## src/bitpack_pkg.sv

```systemverilog
`default_nettype none

package bitpack_pkg;

   // code and word widths
   localparam int CODE_W = 16;
   localparam int LEN_W  = 5;
   localparam int WORD_W = 16;

   // bit store capacity and level width
   localparam int REG_W = 32;
   localparam int LVL_W = 6;
   localparam logic [LVL_W-1:0] FULL_LEVEL = 6'd32;

   // status counters
   localparam int CNT_W = 16;

   typedef enum logic [0:0] {
      OP_PUSH  = 1'b0,
      OP_FLUSH = 1'b1
   } pack_op_t;

   typedef enum logic [2:0] {
      ST_IDLE         = 3'd0,
      ST_WRITE        = 3'd1,
      ST_DRAIN        = 3'd2,
      ST_ACK          = 3'd3,
      ST_WAIT_REQ_LOW = 3'd4
   } ctrl_state_t;

endpackage

`default_nettype wire
```

## src/bitfifo_if.sv

```systemverilog
`timescale 1ns/1ps
`default_nettype none

interface bitfifo_if;
   import bitpack_pkg::*;

   // write side
   logic              write;
   logic [LEN_W-1:0]  wwidth;
   logic [CODE_W-1:0] wdata;
   logic [LVL_W-1:0]  wlevel;

   // read side
   logic              read;
   logic [LEN_W-1:0]  rwidth;
   logic [WORD_W-1:0] rdata;
   logic [LVL_W-1:0]  rlevel;

   modport ctrl (
      output write, read, wwidth, rwidth, wdata,
      input  rdata, rlevel, wlevel
   );

   modport fifo (
      input  write, read, wwidth, rwidth, wdata,
      output rdata, rlevel, wlevel
   );

endinterface

`default_nettype wire

```

## src/bit_packer_top.sv

```systemverilog
`timescale 1ns/1ps
`default_nettype none

module bit_packer_top (
   input wire                              clk_i,
   input wire                              reset_i,

   // code input
   input wire                              in_req_i,
   input var bitpack_pkg::pack_op_t        in_op_i,
   input wire [bitpack_pkg::CODE_W-1:0]    in_code_i,
   input wire [bitpack_pkg::LEN_W-1:0]     in_len_i,
   output logic                            in_ack_o,

   // word output
   output logic                            out_req_o,
   output logic [bitpack_pkg::WORD_W-1:0]  out_word_o,
   input wire                              out_ack_i,

   // status
   output logic [bitpack_pkg::CNT_W-1:0]   bit_count_o,
   output logic [bitpack_pkg::CNT_W-1:0]   word_count_o
);
   import bitpack_pkg::*;

   logic             word_busy;
   logic             word_load;
   logic             code_accept;
   logic [LEN_W-1:0] accept_len;

   bitfifo_if i_fifo_if ();

   pack_ctrl i_pack_ctrl (
      .clk_i        (clk_i),
      .reset_i      (reset_i),
      .in_req_i     (in_req_i),
      .in_op_i      (in_op_i),
      .in_code_i    (in_code_i),
      .in_len_i     (in_len_i),
      .in_ack_o     (in_ack_o),
      .word_busy_i  (word_busy),
      .word_load_o  (word_load),
      .code_accept_o(code_accept),
      .accept_len_o (accept_len),
      .fifo_if      (i_fifo_if.ctrl)
   );

   bit_fifo i_bit_fifo (
      .clk_i  (clk_i),
      .reset_i(reset_i),
      .fifo_if(i_fifo_if.fifo)
   );

   // word taken straight from the fifo read data
   word_out_stage i_word_out_stage (
      .clk_i      (clk_i),
      .reset_i    (reset_i),
      .word_load_i(word_load),
      .word_i     (i_fifo_if.rdata),
      .word_busy_o(word_busy),
      .out_req_o  (out_req_o),
      .out_word_o (out_word_o),
      .out_ack_i  (out_ack_i)
   );

   pack_counters i_pack_counters (
      .clk_i        (clk_i),
      .reset_i      (reset_i),
      .code_accept_i(code_accept),
      .accept_len_i (accept_len),
      .word_load_i  (word_load),
      .bit_count_o  (bit_count_o),
      .word_count_o (word_count_o)
   );

endmodule

`default_nettype wire

```

## src/pack_counters.sv

```systemverilog
`timescale 1ns/1ps
`default_nettype none

module pack_counters (
   input wire                            clk_i,
   input wire                            reset_i,
   input wire                            code_accept_i,
   input wire [bitpack_pkg::LEN_W-1:0]   accept_len_i,
   input wire                            word_load_i,
   output logic [bitpack_pkg::CNT_W-1:0] bit_count_o,
   output logic [bitpack_pkg::CNT_W-1:0] word_count_o
);
   import bitpack_pkg::*;

   logic [CNT_W-1:0] bit_count_q;
   logic [CNT_W-1:0] word_count_q;

   // both totals wrap
   always_ff @(posedge clk_i) begin
      if (reset_i) begin
         bit_count_q  <= '0;
         word_count_q <= '0;
      end else begin
         if (code_accept_i) begin
            bit_count_q <= bit_count_q + CNT_W'(accept_len_i);
         end
         if (word_load_i) begin
            word_count_q <= word_count_q + 1'b1;
         end
      end
   end

   assign bit_count_o  = bit_count_q;
   assign word_count_o = word_count_q;

endmodule

`default_nettype wire

```

## src/word_out_stage.sv

```systemverilog
`timescale 1ns/1ps
`default_nettype none

module word_out_stage (
   input wire                            clk_i,
   input wire                            reset_i,
   input wire                            word_load_i,
   input wire [bitpack_pkg::WORD_W-1:0]  word_i,
   output logic                          word_busy_o,
   output logic                          out_req_o,
   output logic [bitpack_pkg::WORD_W-1:0] out_word_o,
   input wire                            out_ack_i
);
   import bitpack_pkg::*;

   logic [WORD_W-1:0] word_q;
   logic              req_q;
   logic              busy_q;

   // payload register
   always_ff @(posedge clk_i) begin
      if (word_load_i) begin
         word_q <= word_i;
      end
   end

   // busy spans from load until ack is low again
   always_ff @(posedge clk_i) begin
      if (reset_i) begin
         req_q  <= 1'b0;
         busy_q <= 1'b0;
      end else if (word_load_i) begin
         req_q  <= 1'b1;
         busy_q <= 1'b1;
      end else if (req_q && out_ack_i) begin
         req_q <= 1'b0;
      end else if (busy_q && !req_q && !out_ack_i) begin
         busy_q <= 1'b0;
      end
   end

   assign out_req_o   = req_q;
   assign out_word_o  = word_q;
   assign word_busy_o = busy_q;

endmodule

`default_nettype wire

```

## src/pack_ctrl.sv

```systemverilog
`timescale 1ns/1ps
`default_nettype none

module pack_ctrl (
   input wire                             clk_i,
   input wire                             reset_i,

   // producer side
   input wire                             in_req_i,
   input var bitpack_pkg::pack_op_t       in_op_i,
   input wire [bitpack_pkg::CODE_W-1:0]   in_code_i,
   input wire [bitpack_pkg::LEN_W-1:0]    in_len_i,
   output logic                           in_ack_o,

   // output stage and counters
   input wire                             word_busy_i,
   output logic                           word_load_o,
   output logic                           code_accept_o,
   output logic [bitpack_pkg::LEN_W-1:0]  accept_len_o,

   bitfifo_if.ctrl                        fifo_if
);
   import bitpack_pkg::*;

   ctrl_state_t      state_q;
   ctrl_state_t      state_nxt;

   logic             full_word;
   logic             has_room;
   logic [LEN_W-1:0] drain_width;

   assign full_word = (fifo_if.rlevel >= LVL_W'(WORD_W));
   assign has_room  = (fifo_if.wlevel >= LVL_W'(in_len_i));

   // full words first, otherwise the flush remainder
   assign drain_width = full_word ? LEN_W'(WORD_W) : fifo_if.rlevel[LEN_W-1:0];

   always_comb begin
      state_nxt = state_q;
      case (state_q)
         ST_IDLE: begin
            if (full_word) begin
               state_nxt = ST_DRAIN;
            end else if (in_req_i) begin
               if (in_op_i == OP_FLUSH) begin
                  // pad a partial word out before the ack
                  state_nxt = (fifo_if.rlevel != '0) ? ST_DRAIN : ST_ACK;
               end else if (has_room) begin
                  state_nxt = ST_WRITE;
               end
            end
         end
         ST_WRITE: begin
            state_nxt = ST_ACK;
         end
         ST_DRAIN: begin
            // hold here while the output stage is busy
            if (!word_busy_i) begin
               state_nxt = ST_IDLE;
            end
         end
         ST_ACK: begin
            state_nxt = ST_WAIT_REQ_LOW;
         end
         ST_WAIT_REQ_LOW: begin
            if (!in_req_i) begin
               state_nxt = ST_IDLE;
            end
         end
         default: begin
            state_nxt = ST_IDLE;
         end
      endcase
   end

   always_ff @(posedge clk_i) begin
      if (reset_i) begin
         state_q <= ST_IDLE;
      end else begin
         state_q <= state_nxt;
      end
   end

   always_comb begin
      fifo_if.write  = 1'b0;
      fifo_if.read   = 1'b0;
      fifo_if.wwidth = in_len_i;
      fifo_if.wdata  = in_code_i;
      fifo_if.rwidth = drain_width;
      word_load_o    = 1'b0;
      code_accept_o  = 1'b0;
      accept_len_o   = in_len_i;
      if (state_q == ST_WRITE) begin
         fifo_if.write = 1'b1;
         code_accept_o = 1'b1;
      end
      if (state_q == ST_DRAIN && !word_busy_i) begin
         fifo_if.read = 1'b1;
         word_load_o  = 1'b1;
      end
   end

   // ack stays up until the producer lets go of req
   assign in_ack_o = (state_q == ST_ACK) || (state_q == ST_WAIT_REQ_LOW);

endmodule

`default_nettype wire

```

## src/bit_fifo.sv

```systemverilog
`timescale 1ns/1ps
`default_nettype none

module bit_fifo (
   input wire      clk_i,
   input wire      reset_i,
   bitfifo_if.fifo fifo_if
);
   import bitpack_pkg::*;

   // oldest bit sits at the msb of the store
   logic [REG_W-1:0]  data_q;
   logic [REG_W-1:0]  data_nxt;
   logic [LVL_W-1:0]  rlevel_q;
   logic [LVL_W-1:0]  rlevel_nxt;

   logic [CODE_W-1:0] code_left;
   logic [REG_W-1:0]  code_ins;
   logic [WORD_W-1:0] top_word;

   // drop bits above the write width and left-align the code
   assign code_left = fifo_if.wdata << (CODE_W - fifo_if.wwidth);

   // new bits go right below the valid ones
   assign code_ins = {code_left, {(REG_W-CODE_W){1'b0}}} >> rlevel_q;

   assign top_word = data_q[REG_W-1 -: WORD_W];

   // read word keeps only rwidth bits with zeros below
   always_comb begin
      fifo_if.rdata = (top_word >> (WORD_W - fifo_if.rwidth)) << (WORD_W - fifo_if.rwidth);
   end

   assign fifo_if.rlevel = rlevel_q;
   assign fifo_if.wlevel = FULL_LEVEL - rlevel_q;

   // write wins over read
   always_comb begin
      data_nxt   = data_q;
      rlevel_nxt = rlevel_q;
      if (fifo_if.write) begin
         data_nxt   = data_q | code_ins;
         rlevel_nxt = rlevel_q + LVL_W'(fifo_if.wwidth);
      end else if (fifo_if.read) begin
         data_nxt   = data_q << fifo_if.rwidth;
         rlevel_nxt = rlevel_q - LVL_W'(fifo_if.rwidth);
      end
   end

   always_ff @(posedge clk_i) begin
      if (reset_i) begin
         data_q   <= '0;
         rlevel_q <= '0;
      end else begin
         data_q   <= data_nxt;
         rlevel_q <= rlevel_nxt;
      end
   end

endmodule

`default_nettype wire

```

## config.mk

```make
export PLATFORM = sky130hd
export DESIGN_NAME = bit_packer_top
export DESIGN_NICKNAME = d
export VERILOG_FILES = /design/src/bitpack_pkg.sv /design/src/bitfifo_if.sv /design/src/bit_packer_top.sv /design/src/pack_counters.sv /design/src/word_out_stage.sv /design/src/pack_ctrl.sv /design/src/bit_fifo.sv
export SDC_FILE = /design/constraint.sdc
export NUM_CORES = 1
export LEC_CHECK = 0
export ABC_AREA = 1
export BUFFER_PORTS_ARGS = -buffer_cell sky130_fd_sc_hd__buf_2
export CAP_MARGIN = 20
export CORE_ASPECT_RATIO = 0.6
export CORE_UTILIZATION = 62
export CTS_CLUSTER_DIAMETER = 120
export DETAILED_ROUTE_END_ITERATION = 8
export PLACE_DENSITY = 0.82
export SLEW_MARGIN = 20
export SYNTH_ARGS = -nofsm -noshare
export SYNTH_HDL_FRONTEND = slang
export SYNTH_SLANG_ARGS = --single-unit
```

## constraint.sdc

```tcl
create_clock -name clk_i -period 4.7 [get_ports clk_i]
set_input_delay 0.235 -clock clk_i [delete_from_list [all_inputs] [get_ports clk_i]]
set_output_delay 0.235 -clock clk_i [all_outputs]
set_load 0.01 [all_outputs]
```

==> impl_metrics.py <==
metrics = {
    "worst_setup_path": {
        "r2r.worst_path.cells": 17,
        "cp-start-kind": "flip-flop",
        "cp-startpoint": "i_bit_fifo.fifo_if.rlevel[4]",
        "end_kind": "flip-flop",
        "critPathKind": "flip-flop to flip-flop",
        "reg2reg_from": "i_bit_fifo.fifo_if.rlevel[4]",
        "critPathRequiredTime_ps": 4780,
        "path_max_fanout": 37,
        "r2r_setup_slack_ps": 810,
        "timing.rr.end": "i_word_out_stage.out_word_o[15]",
        "crit_path_end": "i_word_out_stage.out_word_o[15]",
        "arrival_ps": 3970,
    },
    "logic_synthesis": {
        "synthAdderAreaFrac_pct": 3.17,
        "synthFlopType": "dfxtp_1",
        "synth_top_family_by_area": "simple AND/OR/NAND/NOR gates",
        "syn-instance-count": 1454,
        "synth_compound_area_share_pct": 24.2,
        "ys_seq_area_share_pct": 22.6,
        "postSynth.asyncResetShare_pct": 0,
        "synth_top_cell_area_share_pct": 17.2,
        "synth_area_per_cell_um2": 6.02,
        "ys_seq_elements": 91,
        "synth_area_leaders": "dfxtp_1 17%, nand2_1 16%, nand3_1 11%, o21ai_0 9.7%, edfxtp_1 5.5%",
        "synth-edff-count": 16,
        "synth_area_um2": 8750,
        "yosysUniqueCellTypes": 65,
        "yosys_warnings": 0,
        "synthSimpleGateAreaFrac_pct": 37.9,
        "synth_nets": 1501,
        "synth.mux.area_fraction_pct": 0.915,
        "yosys.area_share.xor_xnor_pct": 1.21,
        "synth_largest_area_cell": "dfxtp_1",
    },
    "finish": {
        "area_growth_pct": 7.65,
        "utilization_pct": 68.7,
        "drive_gt1_share_pct": 10.8,
        "nets": 1521,
        "antenna_cells": 0,
    },
    "clock_tree": {
        "tritoncts.num_buffers": 9,
        "htreeDepth": 3,
        "cts_buffer_depth": 2,
        "cts_resized": 0,
        "root_buffer": "clkbuf_16",
        "cts_tree": "built",
        "cts_setup_buffers": 0,
        "clkTransAtPathRegs_ps": 70,
        "hold_buffers": 0,
        "clk_latency_ps": 350,
        "cts_sinks": 91,
    },
    "sta": {
        "slew_violations": 0,
        "rsz0062_at_grt": "false",
        "max_freq_mhz": 257,
        "setup_viol": 0,
        "period_share_pct": 82.8,
        "finalHoldViolations": 0,
        "skew_ps": 10.1,
        "worst_slew_pin_slew_ps": 787,
        "slew_headroom_pct": 47.5,
        "min_period_ps": 3890,
        "tns_ps": 0,
    },
    "detailed_routing": {
        "drt_iter0_drc": 1355,
        "wl_mm": 28.8,
        "via_count": 10400,
        "route.antenna.remaining_nets": 0,
        "first_pass_iters": 9,
        "wire_per_inst_um": 17.2,
        "drcViolationCount": 0,
        "vias_per_cell": 6.21,
    },
    "outcome": {
        "status": "complete, no violations",
    },
    "die": {
        "io_pins": 76,
        "fp-row-count": 33,
        "coreArea_um2": 13700,
        "die_area_um2": 14600,
        "die_x_um": 155,
        "start_util_pct": 63.9,
        "die-height_um": 94.0,
    },
    "grt": {
        "overflow": 0,
        "antenna_found_initial": 0,
        "grt_max_degree": 52,
        "grt_pass1_vias": 8839,
        "grt_use_total_pct": 39.9,
        "grt_pass1_wl_mm": 45.8,
    },
    "placed_design": {
        "globalplace.congestion": 1.03,
        "dp_hpwl_mm": 21.4,
        "io_buffers": 75,
    },
    "job": {
        "maxCapViolCount": 0,
    },
    "worst_hold_path": {
        "hp-class": "input pin to flip-flop",
    },
    "power_and_ir_drop": {
        "leakagePower_nw": 4.09,
        "ir_drop_v": 0.000276,
        "cellPowerDensity_nw_per_um2": 631,
    },
}
synthesized netlist by cell type, types with 18 or more instances:
cell type / count
nand4_1: 18
dfxtp_1: 75
nor2_1: 85
o21ai_0: 169
nand2_1: 377
ha_1: 19
nor3_1: 24
o21ai_1: 39
nand3_1: 195
buf_2: 18
a21oi_1: 91
inv_1: 106
clkbuf_1: 52
cell type report:
type                            count  area, µm²
Multi-Input combinational cell   1153       5900
Fill cell                        1270       4290
Sequential cell                    91       1980
Timing Repair Buffer               95        526
Inverter                          124        470
Tap cell                          192        240
Clock buffer                        9        225
Clock inverter                      7       76.3
sequential cells by signal, summed over array words and instances (netlist names):
signal	flops
i_word_out_stage.word_busy_o	1
i_pack_ctrl.state_q	3
i_bit_fifo.data_q	32
i_pack_counters.word_count_o	16
i_word_out_stage.out_word_o	16
i_pack_counters.bit_count_o	16
i_bit_fifo.fifo_if.rlevel	6
i_word_out_stage.out_req_o	1
critical path, cell delays in order (launching register included):
cell and delay, ps:
dfxtp_1 510, inv_2 210, nand2_4 230, nor2_8 410
inv_1 110, ha_1 250, or2_1 270, nand2_4 300
inv_2 230, nand2_1 140, o21ai_0 120, a22o_4 250
inv_2 60, nand2_2 40, nand3_1 70, o21ai_1 120
o21ai_1 190, o21ai_1 80
how the worst min path moves through the flow:
stage / startpoint / end / cells after the start
after detailed placement: i_pack_counters.word_count_o[15] / i_pack_counters.word_count_o[15] / 1
after global placement: i_pack_counters.word_count_o[15] / i_pack_counters.word_count_o[15] / 1
after floorplan: out_ack_i / i_word_out_stage.out_req_o / 3
after CTS: out_ack_i / i_word_out_stage.out_req_o / 4
after global routing: out_ack_i / i_word_out_stage.out_req_o / 4
final: out_ack_i / i_word_out_stage.out_req_o / 4
kinds of logic (layout without fill, tap and decap cells):
| family | after synthesis | count (layout) |
|---|---|---|
| compound gates | 376 | 376 |
| flops | 91 | 91 |
| mux | 8 | 8 |
| buf+inv | 210 | 235 |
| simple gates | 738 | 738 |
| xor+xnor | 10 | 10 |
| fa+ha+maj | 21 | 21 |
per-stage QoR:
stage	instances	area (µm²)	power (mW)	setup WS (ps)	hold WS [ps]
2_1_floorplan	1454	8750	4.05	998	398
5_1_grt	1671	9420	6.37	478	187
4_1_cts	1671	9420	5.78	905	161
6_report	1671	9420	5.95	809	166
3_3_place_gp	1655	9120	4.99	935	435
3_5_place_dp	1655	9120	5.01	871	447
layer usage:
metal / up-vias / part of all wire [%] / global-route usage [%]
met3: 52 / 15 / 13.3
met1: 4619 / 44 / 59.3
met5: - / 0 / 0
met4: 0 / 1.7 / 9.07
met2: 692 / 38 / 53.9
li1: 5009 / - / -
cell usage in the layout, fill, tap and decap left out, types with 18 or more instances in the layout:
cell type / instances
dfxtp_1: 75
buf_4: 20
nor2_1: 85
a21oi_1: 91
ha_1: 19
nand3_1: 195
o21ai_1: 39
buf_2: 75
inv_1: 105
nand4_1: 18
o21ai_0: 169
nand2_1: 377
nor3_1: 24
power breakdown:
| group | leakage (nW) | switching (mW) | internal, mW | total [mW] |
|---|---|---|---|---|
| clock | 0.150 | 0.375 | 0.381 | 0.756 |
| sequential | 0.761 | 0.150 | 1.03 | 1.18 |
| combinational | 3.18 | 2.80 | 1.21 | 4.01 |
No activity file was read; power rests on OpenSTA's default activity.
